===== src/source/rs_cfg.svh =====
`ifndef RS_CFG_SVH
`define RS_CFG_SVH

// ##################################################
// station array sizing
// ##################################################

`define RS_SZ 5 // alu, load, store, two multiply.

// ##################################################
// word layout
// ##################################################

`define RS_TAG_W 6 // tag zero means no dependence.
`define RS_IMM_W 12
`define RS_WORD_W 27 // fmt + class + dest + src1 + 12-bit tail.

// station index to unit class encoding.
// 0 alu, 1 load, 2 store, 3 and up multiply.
`define RS_CLASS_OF(i) (((i) > 2) ? 2'd3 : 2'((i)))

`endif


===== src/source/rs_pkg.sv =====
`default_nettype none

`include "rs_cfg.svh"

package rs_pkg;

	// ##################################################
	// unit classes and formats
	// ##################################################

	typedef enum logic [1:0] {
		class_alu   = 2'd0,
		class_load  = 2'd1,
		class_store = 2'd2,
		class_mul   = 2'd3
	} unit_class_e;

	localparam logic fmt_imm = 1'b1; // register form is zero.

	// ##################################################
	// dispatched word
	// ##################################################

	typedef struct packed {
		logic                                 fmt;
		unit_class_e                          unit_class;
		logic [`RS_TAG_W-1:0]                 dest;
		logic [`RS_TAG_W-1:0]                 src1;
		logic [`RS_TAG_W-1:0]                 src2;
		logic [`RS_IMM_W-`RS_TAG_W-1:0]       pad; // unused in register form.
	} reg_form_t;

	typedef struct packed {
		logic                 fmt;
		unit_class_e          unit_class;
		logic [`RS_TAG_W-1:0] dest;
		logic [`RS_TAG_W-1:0] src1;
		logic [`RS_IMM_W-1:0] imm;
	} imm_form_t;

	typedef union packed {
		logic [`RS_WORD_W-1:0] raw; // as seen on the bus.
		reg_form_t             reg_form;
		imm_form_t             imm_form;
	} rs_op_u;

endpackage

`default_nettype wire


===== src/source/rs_dispatch.sv =====
`default_nettype none

`include "rs_cfg.svh"

module rs_dispatch (
	input  logic                  clock,
	input  logic                  reset,
	input  logic                  dispatch_cyc,
	input  logic                  dispatch_stb,
	input  logic                  dispatch_we,
	input  logic [`RS_WORD_W-1:0] dispatch_dat,
	output logic                  dispatch_ack,
	input  logic [`RS_SZ-1:0]     busy,
	output logic [`RS_SZ-1:0]     write_en,
	output rs_pkg::rs_op_u        write_word
);

	rs_pkg::rs_op_u       word;
	logic                 take;
	logic [`RS_SZ-1:0]    candidate;
	logic [`RS_SZ-1:0]    pick;
	logic                 class_free;

	// ##################################################
	// bus decode
	// ##################################################

	assign word.raw = dispatch_dat;
	assign write_word = word;

	// a new write only while no ack is outstanding.
	assign take = dispatch_cyc && dispatch_stb && dispatch_we && !dispatch_ack;

	// ##################################################
	// station choice
	// ##################################################

	always_comb begin
		for (int i = 0; i < `RS_SZ; i++) begin
			candidate[i] = !busy[i] && (`RS_CLASS_OF(i) == word.reg_form.unit_class);
		end
	end

	assign class_free = |candidate;
	assign pick = candidate & (~candidate + 1'b1); // lowest free index wins.

	// station captures at the same edge that raises ack.
	assign write_en = (take && class_free) ? pick : '0;

	// ##################################################
	// acknowledge
	// ##################################################

	always_ff @(posedge clock) begin
		if (reset) begin
			dispatch_ack <= 1'b0;
		end else begin
			dispatch_ack <= |write_en; // held low while the class is full.
		end
	end

	// master must keep the cycle open until it sees ack.
	ack_inside_cycle: assert property (
		@(posedge clock) disable iff (reset)
		dispatch_ack |-> (dispatch_cyc && dispatch_stb)
	) else $error("dispatch_ack outside an open cycle");

endmodule

`default_nettype wire


===== src/source/rs_entry.sv =====
`default_nettype none

`include "rs_cfg.svh"

module rs_entry (
	input  logic                 clock,
	input  logic                 reset,
	input  logic                 write_en,
	input  rs_pkg::rs_op_u       write_word,
	input  logic                 cdb_valid,
	input  logic [`RS_TAG_W-1:0] cdb_tag,
	input  logic                 grant,
	output logic                 busy,
	output logic                 request,
	output rs_pkg::rs_op_u       held_word
);

	logic ready1;
	logic ready2;
	logic in_imm;
	logic in_ready1;
	logic in_ready2;
	logic held_imm;
	logic wake1;
	logic wake2;

	// ##################################################
	// operand readiness
	// ##################################################

	assign in_imm = (write_word.imm_form.fmt == rs_pkg::fmt_imm);

	// incoming sources also see a broadcast in the dispatch cycle.
	assign in_ready1 = (write_word.reg_form.src1 == '0)
		|| (cdb_valid && (cdb_tag == write_word.reg_form.src1));
	assign in_ready2 = in_imm || (write_word.reg_form.src2 == '0)
		|| (cdb_valid && (cdb_tag == write_word.reg_form.src2));

	assign held_imm = (held_word.imm_form.fmt == rs_pkg::fmt_imm);
	assign wake1 = cdb_valid && (cdb_tag == held_word.reg_form.src1);
	assign wake2 = cdb_valid && !held_imm && (cdb_tag == held_word.reg_form.src2); // imm is no tag.

	// ##################################################
	// station state
	// ##################################################

	always_ff @(posedge clock) begin
		if (reset) begin
			busy    <= 1'b0;
			request <= 1'b0;
			ready1  <= 1'b0;
			ready2  <= 1'b0;
		end else if (write_en) begin
			busy    <= 1'b1;
			request <= 1'b0;
			ready1  <= in_ready1;
			ready2  <= in_ready2;
		end else if (grant) begin
			busy    <= 1'b0; // freed as the slot takes the word.
			request <= 1'b0;
		end else if (busy) begin
			if (wake1) begin
				ready1 <= 1'b1;
			end
			if (wake2) begin
				ready2 <= 1'b1;
			end
			request <= ready1 && ready2;
		end
	end

	always_ff @(posedge clock) begin
		if (write_en) begin
			held_word <= write_word;
		end
	end

	no_write_while_busy: assert property (
		@(posedge clock) disable iff (reset) write_en |-> !busy
	) else $error("write_en to an occupied station");

	no_grant_without_request: assert property (
		@(posedge clock) disable iff (reset) grant |-> request
	) else $error("grant to a station that is not requesting");

endmodule

`default_nettype wire


===== src/source/rs_issue_select.sv =====
`default_nettype none

`include "rs_cfg.svh"

module rs_issue_select (
	input  logic              clock,
	input  logic              reset,
	input  logic [`RS_SZ-1:0] request,
	input  rs_pkg::rs_op_u    held_words [`RS_SZ],
	output logic [`RS_SZ-1:0] grant,
	output logic              issue_valid,
	output rs_pkg::rs_op_u    issue_word,
	input  logic              issue_ready
);

	localparam int sel_w = $clog2(`RS_SZ);

	logic [sel_w-1:0] sel;
	logic             any_req;
	logic             load_ok;

	// ##################################################
	// fixed priority pick
	// ##################################################

	always_comb begin
		sel = '0;
		for (int i = `RS_SZ - 1; i >= 0; i--) begin
			if (request[i]) begin
				sel = sel_w'(i); // lowest index ends up last.
			end
		end
	end

	assign any_req = |request;
	assign load_ok = !issue_valid || issue_ready; // slot empty or draining.

	always_comb begin
		grant = '0;
		if (load_ok && any_req) begin
			grant[sel] = 1'b1;
		end
	end

	// ##################################################
	// issue slot
	// ##################################################

	always_ff @(posedge clock) begin
		if (reset) begin
			issue_valid <= 1'b0;
		end else if (load_ok) begin
			issue_valid <= any_req;
		end
	end

	always_ff @(posedge clock) begin
		if (load_ok && any_req) begin
			issue_word <= held_words[sel];
		end
	end

	grant_onehot: assert property (
		@(posedge clock) disable iff (reset) $onehot0(grant)
	) else $error("more than one station granted");

	// back-pressure must not disturb the slot.
	slot_stable: assert property (
		@(posedge clock) disable iff (reset)
		(issue_valid && !issue_ready) |=> (issue_valid && $stable(issue_word))
	) else $error("issue_word changed while stalled");

endmodule

`default_nettype wire


===== src/source/rs_top.sv =====
`default_nettype none

`include "rs_cfg.svh"

module rs_top (
	input  logic                  clock,
	input  logic                  reset,
	input  logic                  dispatch_cyc,
	input  logic                  dispatch_stb,
	input  logic                  dispatch_we,
	input  logic [`RS_WORD_W-1:0] dispatch_dat,
	output logic                  dispatch_ack,
	input  logic                  cdb_valid,
	input  logic [`RS_TAG_W-1:0]  cdb_tag,
	output logic                  issue_valid,
	output rs_pkg::rs_op_u        issue_word,
	input  logic                  issue_ready
);

	logic [`RS_SZ-1:0] busy;
	logic [`RS_SZ-1:0] write_en;
	logic [`RS_SZ-1:0] request;
	logic [`RS_SZ-1:0] grant;
	rs_pkg::rs_op_u    write_word;
	rs_pkg::rs_op_u    held_words [`RS_SZ];

	rs_dispatch dispatch_i (
		.clock        (clock),
		.reset        (reset),
		.dispatch_cyc (dispatch_cyc),
		.dispatch_stb (dispatch_stb),
		.dispatch_we  (dispatch_we),
		.dispatch_dat (dispatch_dat),
		.dispatch_ack (dispatch_ack),
		.busy         (busy),
		.write_en     (write_en),
		.write_word   (write_word)
	);

	// one station per index, class fixed by position.
	for (genvar g = 0; g < `RS_SZ; g++) begin : g_entry
		rs_entry entry_i (
			.clock      (clock),
			.reset      (reset),
			.write_en   (write_en[g]),
			.write_word (write_word),
			.cdb_valid  (cdb_valid),
			.cdb_tag    (cdb_tag),
			.grant      (grant[g]),
			.busy       (busy[g]),
			.request    (request[g]),
			.held_word  (held_words[g])
		);
	end

	rs_issue_select select_i (
		.clock       (clock),
		.reset       (reset),
		.request     (request),
		.held_words  (held_words),
		.grant       (grant),
		.issue_valid (issue_valid),
		.issue_word  (issue_word),
		.issue_ready (issue_ready)
	);

endmodule

`default_nettype wire


===== config.mk =====
export PLATFORM = sky130hd
export DESIGN_NAME = rs_top
export DESIGN_NICKNAME = d
export VERILOG_FILES = /design/src/source/rs_pkg.sv /design/src/source/rs_dispatch.sv /design/src/source/rs_entry.sv /design/src/source/rs_issue_select.sv /design/src/source/rs_top.sv
export VERILOG_INCLUDE_DIRS = /design/src /design/src/source
export SDC_FILE = /design/constraint.sdc
export NUM_CORES = 1
export LEC_CHECK = 0
export BUFFER_PORTS_ARGS = -buffer_cell sky130_fd_sc_hd__buf_2
export CAP_MARGIN = 40
export CORE_MARGIN = 2
export CORE_UTILIZATION = 50
export DETAILED_ROUTE_END_ITERATION = 8
export GPL_TIMING_DRIVEN = 0
export PLACE_DENSITY = 0.69
export SLEW_MARGIN = 20
export SYNTH_ARGS = -nofsm -noshare
export SYNTH_HDL_FRONTEND = slang
export SYNTH_SLANG_ARGS = --single-unit

===== constraint.sdc =====
create_clock -name clock -period 4.53 [get_ports clock]
set_input_delay 1.1325 -clock clock [delete_from_list [all_inputs] [get_ports clock]]
set_output_delay 1.1325 -clock clock [all_outputs]
set_load 0.02 [all_outputs]

==> out/qor.csv, run 1 <==
metric,value,unit
outcome,finished clean,
ys async rst share,0,%
relative slew slack,46.47,%
Netlist cell types,47,
root buffer cell,clkbuf_16,
n_diodes,0,
drt pass-1 iters,6,
"Hold-fix buffers, CTS",0,
"Gates resized, CTS repair",0,
post-synthesis sequential area ratio,70.44,%
WP data arrival,3.16,ns
Synth Instances,485,
Startpoint Class,primary input,
Port-buffer cells,68,
routed vias,4647,
total power,3.321,mW
final max-slew violation count,0,
final setup violation count,0,
Final Net Count,623,
vias per std cell,5.965,
H-tree Lvls,4,
GR Overflow Total,0,
maximum vdd ir drop,267.6,uV
Clk pwr share,40.0,%
routed wire length,16810,um
Die X-Extent,126.7,um
Placement Rows,44,
fin crit share,62.29,%
"Hold Violations, Final",0,
Psw,0.6731,mW
Leak,2.916,nW
Ports,69,
Post-synth EDFFs,162,
full die area,16060,sq um
CTS Buf Count,17,
CP Capture Type,flop,
pwr dens,376.9,nW/um^2
internal cell power,2.648,mW
switch share,20.27,%
DPL Wire Length,11510,um
worst-path maximum fanout,10,
first-pass GRT wire length,26190,um
drt wl/cell,21.58,um
unrepaired setup endpoints after global routing,no,
Syn Nets,525,
Final min period,2.822,ns
Initial Utilization,51.43,%
WP data required,4.87,ns
vias in the first global route,4722,
most frequent cells in the layout,"edfxtp_1 (162), buf_2 (83), xor2_1 (49)",
routability cong.,0.8357,
Die Ht,126.7,um
Slew @ Worst Pin,0.8018,ns
clock-pin transition on the worst setup and hold timing paths,0.06,ns
Core Area,14640,sq um
Synth Cell Area,7531,sq um
CTS max path bufs,2,
Max Cap Viol,0,
synth warn,0,
drt drc,0,
layout cells sized above 1,22.69,%
Clock Skews,0.007357,ns
Final ANT Viol Nets,0,
antenna violations before repair,0,
final core occ,60.17,%
syn_area_per_cell,15.53,sq um
Initial DRC Count,531,
postcts setup bufs,0,
Clock Sinks,184,
area grow syn2layout,17.00,%
CTS tree,built,
critical path class,in -> reg,
"FF+latch count, synth",184,
Tot GR Track Use,21.97,%
Synth Flop Type,edfxtp_1,
hold crit path type,reg -> reg,
Seq pwr share,56.1,%
pin count of the biggest net entering global routing,32,
"non-filler cells, final",779,
"most common cell after layout, fill and taps aside",edfxtp_1,
"Clk Latency, worst-skew pair",0.43,ns
combinational group share of total power,3.8,%
dpl cells,747,
Achievable Freq,354.4,MHz
==> cell families after synthesis <==
logic type      synth area share [%]
xor+xnor                       8.373
compound gates                 8.523
flops                          70.44
buf+inv                        1.794
mux                            4.154
simple gates                   6.712
==> final timing paths <==
path / startpoint / end / slack, ns / depth (start not counted)
hold reg to reg: g_entry[3].entry_i.ready2 / g_entry[3].entry_i.ready2 / 0.52 / 2
setup reg to reg: dispatch_i.dispatch_ack / g_entry[1].entry_i.ready1 / 2.10 / 7
setup / recovery: dispatch_stb / g_entry[1].entry_i.ready1 / 1.71 / 8
hold / removal: g_entry[3].entry_i.ready2 / g_entry[3].entry_i.ready2 / 0.52 / 2
==> flip-flops by register name, indices dropped and copies added (netlist names) <==
signal / flops
dispatch_i.dispatch_ack: 1
select_i.issue_valid: 1
g_entry.entry_i.ready1: 5
g_entry.entry_i.busy: 5
g_entry.entry_i.held_word: 135
select_i.issue_word: 27
g_entry.entry_i.ready2: 5
g_entry.entry_i.request: 5
==> metal layers <==
metal	track usage, %	wire (um)
met4	8.920	359
met3	5.736	1194
met1	29.89	7389
met2	34.05	7864
met5	0	0
==> cells in the mapped netlist (8+ instances only) <==
cell type,number,share of area (%)
edfxtp_1,162,65
xor2_1,49,5.7
mux2i_1,29,3.9
a222oi_1,27,3.6
xnor2_1,23,2.7
dfxtp_1,22,5.8
o21ai_1,22,1.5
buf_2,15,1.0
nand2_1,12,0.60
nor2_1,12,0.60
nor4_1,11,0.91
nor3_1,9,0.60
a21oi_1,8,0.53
o21ai_0,8,0.53
==> final cells by class <==
class,count,area [sq um]
Buffer,23,112.6
Clock buffer,21,440.4
Clock inverter,10,81.33
Fill cell,1135,5833
Inverter,6,22.52
Multi-Input combinational cell,272,2113
Sequential cell,184,5305
Tap cell,184,230.2
Timing Repair Buffer,79,505.5
==> worst max-delay path, stage by stage <==
cell and delay, ns:
buf_2 0.08, nand4b_1 0.28, nor4b_4 0.76, buf_8 0.24, buf_8 0.16, buf_6 0.17, a211oi_1 0.07, a211oi_1 0.26
==> power groups by stage <==
| stage | registers, mW | logic, mW | clock network [mW] |
|---|---|---|---|
| final | 1.86 | 0.128 | 1.33 |
| after global routing | 1.86 | 0.139 | 1.42 |
| after CTS | 1.86 | 0.127 | 1.35 |
| after detailed placement | 1.90 | 0.126 | 0 |
| after global placement | 1.90 | 0.120 | 0 |
| after floorplan | 1.90 | 0.0622 | 0 |
==> stage by stage <==
stage	cell area, sq um	setup TNS [ns]	setup WS [ns]	hold slack [ns]
2_1_floorplan	7531	0	0.9011	0.4728
3_3_place_gp	8102	-18.03	-0.7804	0.4997
3_5_place_dp	8269	0	1.274	0.5147
4_1_cts	8791	0	1.708	0.5268
5_1_grt	8811	0	1.608	0.5529
6_report	8811	0	1.708	0.5216
(Power assumes the default switching activity.)
==> run 2, diff against run 1 <==
==> constraint.sdc (replaced) <==
create_clock -name clock -period 2.8 [get_ports clock]
set_input_delay 0.7 -clock clock [delete_from_list [all_inputs] [get_ports clock]]
set_output_delay 0.7 -clock clock [all_outputs]
set_load 0.02 [all_outputs]
==> run 2 against run 1 <==
Worst setup slack got worse by 1.1 ns. Clock skew shrank 0.00077 ns. Power up 60%. Global-route usage down 0.36 points. Non-clock buffer count did not move. Count of clock-buffer cells in the layout down 1. Final area is 0.23% lower. Utilization down 0.14 points. Sequential power increased by 62%. Critical endpoint is now g_entry[1].entry_i.held_word[14]. Highest routed layer unchanged.
==> out/qor.csv, run 2 (same netlist as run 1, synthesis figures left out) <==
metric,value,unit
outcome,finished clean,
pin count of the biggest net entering global routing,32,
critical path class,reg -> reg,
Psw,1.118,mW
biggest regs,"g_entry.entry_i.held_word (135), select_i.issue_word (27)",
Hold Slack,0.4928,ns
max reg flops,135,
Clock Skews,0.006592,ns
dpl cells,748,
fin crit share,79.94,%
relative slew slack,44.90,%
placed standard-cell area,8293,sq um
H-tree Lvls,4,
Achievable Freq,446.7,MHz
CP Capture Type,flop,
layout cells sized above 1,22.32,%
"Endpoint, Worst Hold",g_entry[0].entry_i.held_word[18],
"Gates resized, CTS repair",0,
CTS tree,built,
root buffer cell,clkbuf_16,
Placement Rows,44,
Port-buffer cells,68,
final setup violation count,0,
drt wl/cell,21.62,um
final max-slew violation count,0,
Leak,2.894,nW
drt pass-1 iters,6,
worst-path maximum fanout,11,
first-pass GRT wire length,25870,um
drt drc,0,
internal cell power,4.186,mW
Critical Path Max Stage Delay,0.68,ns
Startpoint Class,flop,
most frequent cells in the layout,"edfxtp_1 (162), buf_2 (84), xor2_1 (49)",
antenna violations before repair,0,
final instance area,8791,sq um
FF-to-FF End,g_entry[1].entry_i.held_word[14],
switch share,21.08,%
vias in the first global route,4670,
hold depth,1,
Die X-Extent,126.7,um
DPL Wire Length,11510,um
total negative slack,0,ns
Ports,69,
Clk pwr share,39.3,%
"Hold Violations, Final",0,
Initial Utilization,51.43,%
total power,5.305,mW
"Hold-fix buffers, CTS",0,
Seq pwr share,56.8,%
WP data required,2.94,ns
CP Cell Sequence,nand4b_1 > nor4b_4 > buf_8 > buf_8 > buf_8,
Final Net Count,623,
Slew @ Worst Pin,0.8253,ns
Core Area,14640,sq um
vias per std cell,6.026,
Worst R2R Start,dispatch_i.dispatch_ack,
unrepaired setup endpoints after global routing,no,
Final min period,2.238,ns
CP max stage cell,nor4b_4,
Max Cap Viol,0,
Worst R2R Path Depth,5,
Clock Sinks,184,
routed vias,4700,
"most common cell after layout, fill and taps aside",edfxtp_1,
Biggest register,g_entry.entry_i.held_word,
"Clk Latency, worst-skew pair",0.43,ns
Worst Setup SP,dispatch_i.dispatch_ack,
Final ANT Viol Nets,0,
CTS max path bufs,2,
combinational group share of total power,3.9,%
routability cong.,0.8506,
Initial DRC Count,615,
FF-to-FF setup slack,0.56,ns
WP data arrival,2.38,ns
n_diodes,0,
area grow syn2layout,16.73,%
CTS Buf Count,17,
maximum vdd ir drop,418.5,uV
"non-filler cells, final",780,
postcts setup bufs,0,
Die Ht,126.7,um
full die area,16060,sq um
Critical Path Most Common Cell,buf_8,
worst hold path startpoint,dispatch_dat[18],
routed wire length,16870,um
clock-pin transition on the worst setup and hold timing paths,0.06,ns
pwr dens,603.4,nW/um^2
FILL cells,1113,
hold crit path type,in -> reg,
Tot GR Track Use,21.62,%
GR Overflow Total,0,
run 2: changes by cell type in the layout (fill, tap and decap cells not counted), sizes merged:
| cell | delta |
|---|---|
| bufinv | -1 |
| clkinvlp | +3 |
| clkbuf | -1 |
run 2: power groups by stage:
stage / Combinational, mW / Clock [mW] / Sequential, mW
floorplan: 0.101 / 0 / 3.07
global placement: 0.195 / 0 / 3.07
detailed placement: 0.206 / 0 / 3.07
CTS: 0.207 / 2.08 / 3.01
global route: 0.225 / 2.20 / 3.02
finish: 0.208 / 2.08 / 3.02
run 2: routing by layer:
layer	global-route usage [%]	part of all wire (%)
met5	0	0
met4	9.761	2.2
met3	4.049	6.1
met2	33.64	46
met1	29.92	46
run 2: how the worst max path moves through the flow:
stage | endpoint | cells past startpoint
floorplan | g_entry[4].entry_i.ready1 | 4
global placement | g_entry[4].entry_i.ready1 | 5
detailed placement | g_entry[1].entry_i.held_word[13] | 6
CTS | g_entry[1].entry_i.held_word[15] | 5
global route | g_entry[1].entry_i.held_word[16] | 5
finish | g_entry[1].entry_i.held_word[14] | 5
run 2: cell type report:
class / count / area (sq um) / area share, %
Clock buffer: 20 / 436.7 / 4.967
Buffer: 23 / 112.6 / 1.281
Inverter: 6 / 22.52 / 0.2562
Clock inverter: 12 / 61.31 / 0.6974
Timing Repair Buffer: 79 / 509.2 / 5.793
Tap cell: 184 / 230.2 / 2.619
Multi-Input combinational cell: 272 / 2113 / 24.04
Sequential cell: 184 / 5305 / 60.35
run 2: stage by stage:
| step | setup slack, ns | utilization [%] |
|---|---|---|
| 2_1_floorplan | 0.07405 | - |
| 3_3_place_gp | -1.097 | 55.38 |
| 3_5_place_dp | 0.1253 | 56.63 |
| 4_1_cts | 0.5171 | 60.03 |
| 5_1_grt | 0.4589 | 60.03 |
| 6_report | 0.5616 | 60.03 |
run 2: worst max-delay path: cells and delay by family (launching register included):
kind	cells	cell delay [ns]
buf+inv	3	0.57
flops	1	0.33
simple gates	2	1.03
==> run 3, diff against run 2 <==
==> constraint.sdc (replaced) <==
create_clock -name clock -period 2.13 [get_ports clock]
set_input_delay 0.5325 -clock clock [delete_from_list [all_inputs] [get_ports clock]]
set_output_delay 0.5325 -clock clock [all_outputs]
set_load 0.02 [all_outputs]
==> run 3 against run 2 <==
The run now ends with DRC left. Clock power grew 55%. Sequential power grew 31%. Sequential cell count is the same. First-iteration DRC count grew 7.3%. Fmax grew 8.3%. Final area grew 1.1%. Global-route usage grew 0.28 points.
==> out/qor.csv, run 3 (same netlist as run 1, synthesis figures left out) <==
metric,value,unit
outcome,finished with violations,
failing checks,DRC,
pin count of the biggest net entering global routing,32,
"Hold Violations, Final",0,
CP Cell Sequence,and4b_1 > nand2_1 > or3_1 > inv_4 > mux2i_1 > o21ai_1,
critical path class,reg -> reg,
Clock Sinks,184,
drt drc,4,
pwr dens,840.5,nW/um^2
fin crit share,97.04,%
drt wl/cell,21.90,um
maximum vdd ir drop,572.4,uV
final max-slew violation count,0,
drt pass-1 iters,9,
layout cells sized above 1,23.66,%
WP data required,2.43,ns
final setup violation count,0,
Setup WS post-layout,0.06303,ns
CTS tree,built,
n_diodes,0,
hold crit path type,in -> reg,
H-tree Lvls,4,
placed standard-cell area,8262,sq um
max reg flops,135,
Initial Utilization,51.43,%
first-pass GRT wire length,26200,um
unrepaired setup endpoints after global routing,no,
WP data arrival,2.36,ns
clock-pin transition on the worst setup and hold timing paths,0.06,ns
Die X-Extent,126.7,um
Final Net Count,623,
total negative slack,0,ns
Initial DRC Count,660,
Ports,69,
Die Ht,126.7,um
antenna violations before repair,0,
"Clk Latency, worst-skew pair",0.43,ns
Core Area,14640,sq um
multi-input logic area,2113,sq um
GR Overflow Total,0,
Final min period,2.067,ns
root buffer cell,clkbuf_16,
Tot GR Track Use,21.89,%
CTS Buf Count,17,
DPL Wire Length,11410,um
Post-Place Worst Slack,-0.3969,ns
Critical Path Max Stage Delay,0.41,ns
CTS max path bufs,2,
routability cong.,0.8613,
CP max stage cell,inv_4,
biggest regs,"g_entry.entry_i.held_word (135), select_i.issue_word (27)",
"most common cell after layout, fill and taps aside",edfxtp_1,
Leak,2.965,nW
final instance area,8886,sq um
Port-buffer cells,68,
Clock Skews,0.007578,ns
relative slew slack,49.25,%
"Hold-fix buffers, CTS",0,
worst-path maximum fanout,31,
vias per std cell,6.023,
FILL cells,1092,
Placement Rows,44,
CP Capture Type,flop,
Achievable Freq,483.8,MHz
Sequential cell area,5305,sq um
routed vias,4698,
vias in the first global route,4804,
Final ANT Viol Nets,0,
Startpoint Class,flop,
routed wire length,17080,um
Slew @ Worst Pin,0.7570,ns
Biggest register,g_entry.entry_i.held_word,
Max Cap Viol,0,
area grow syn2layout,17.99,%
most frequent cells in the layout,"edfxtp_1 (162), buf_2 (84), xor2_1 (49)",
full die area,16060,sq um
[run 3: changes by cell type in the layout (fill, tap and decap cells not counted), moves of 2 or more]
cell,change
inv_2,-2
clkinvlp_4,-3
clkinv_1,-6
clkbuf_2,+2
bufinv_16,+4
clkinv_2,+3
inv_4,+2
buf_4,+2
clkbuf_1,-2
[run 3: cell type report]
class,instances,area share (%)
repair buffers,80,5.548
plain buffers,22,1.253
multi-input cells,272,23.78
clock buffers,22,5.111
clock inverters,10,1.704
flip-flops and latches,184,59.70
inverters,6,0.3098
well taps,184,2.591
[run 3: per-stage QoR]
stage,std cells,utilization [%],hold slack (ns),power (mW)
3_5_place_dp,747,56.42,0.5056,4.311
5_1_grt,780,60.68,0.3236,7.658
4_1_cts,780,60.65,0.3196,7.505
3_3_place_gp,737,55.44,0.4944,4.297
6_report,780,60.68,0.3309,7.469
2_1_floorplan,485,-,0.4728,4.172
[run 3: worst max-delay path: cells and delay by family (launching register included)]
kind                   cells  cell delay [ns]
muxes                      1             0.25
DFF                        1             0.32
and+or+nand+nor            3             0.86
buffers and inverters      1             0.41
AOI/OAI and AO/OA          1             0.07
[run 3: path summary, 6_finish.rpt]
check                           depth (start not counted)                       from                          endpoint  slack, ns
worst min register to register                          2  g_entry[3].entry_i.ready2         g_entry[3].entry_i.ready2       0.52
worst min-delay path                                    1           dispatch_dat[23]  g_entry[2].entry_i.held_word[23]       0.33
worst max register to register                          6    dispatch_i.dispatch_ack         g_entry[2].entry_i.ready1       0.06
worst max-delay path                                    6    dispatch_i.dispatch_ack         g_entry[2].entry_i.ready1       0.06
[run 3: per-layer routing]
metal	vias to the layer above	global-route usage [%]	wire length, um
met4	0	10.41	445
met1	2308	28.89	7198
met5	-	0	0
met3	36	4.766	1245
li1	2116	-	-
met2	238	34.88	8192
[run 3: report_power, final]
part	total (mW)	switching, mW	internal (mW)
clock	3.23	1.25	1.98
sequential	3.96	0.0167	3.95
combinational	0.275	0.176	0.0982
total	7.47	1.44	6.03
[run 3: timing repair]
item / in CTS / in global routing
pin swaps: 2 / 0
setup endpoints to repair: 63 / 3
resized for setup: 2 / 4
buffers inserted: 2 / 0
gates cloned: 0 / 0
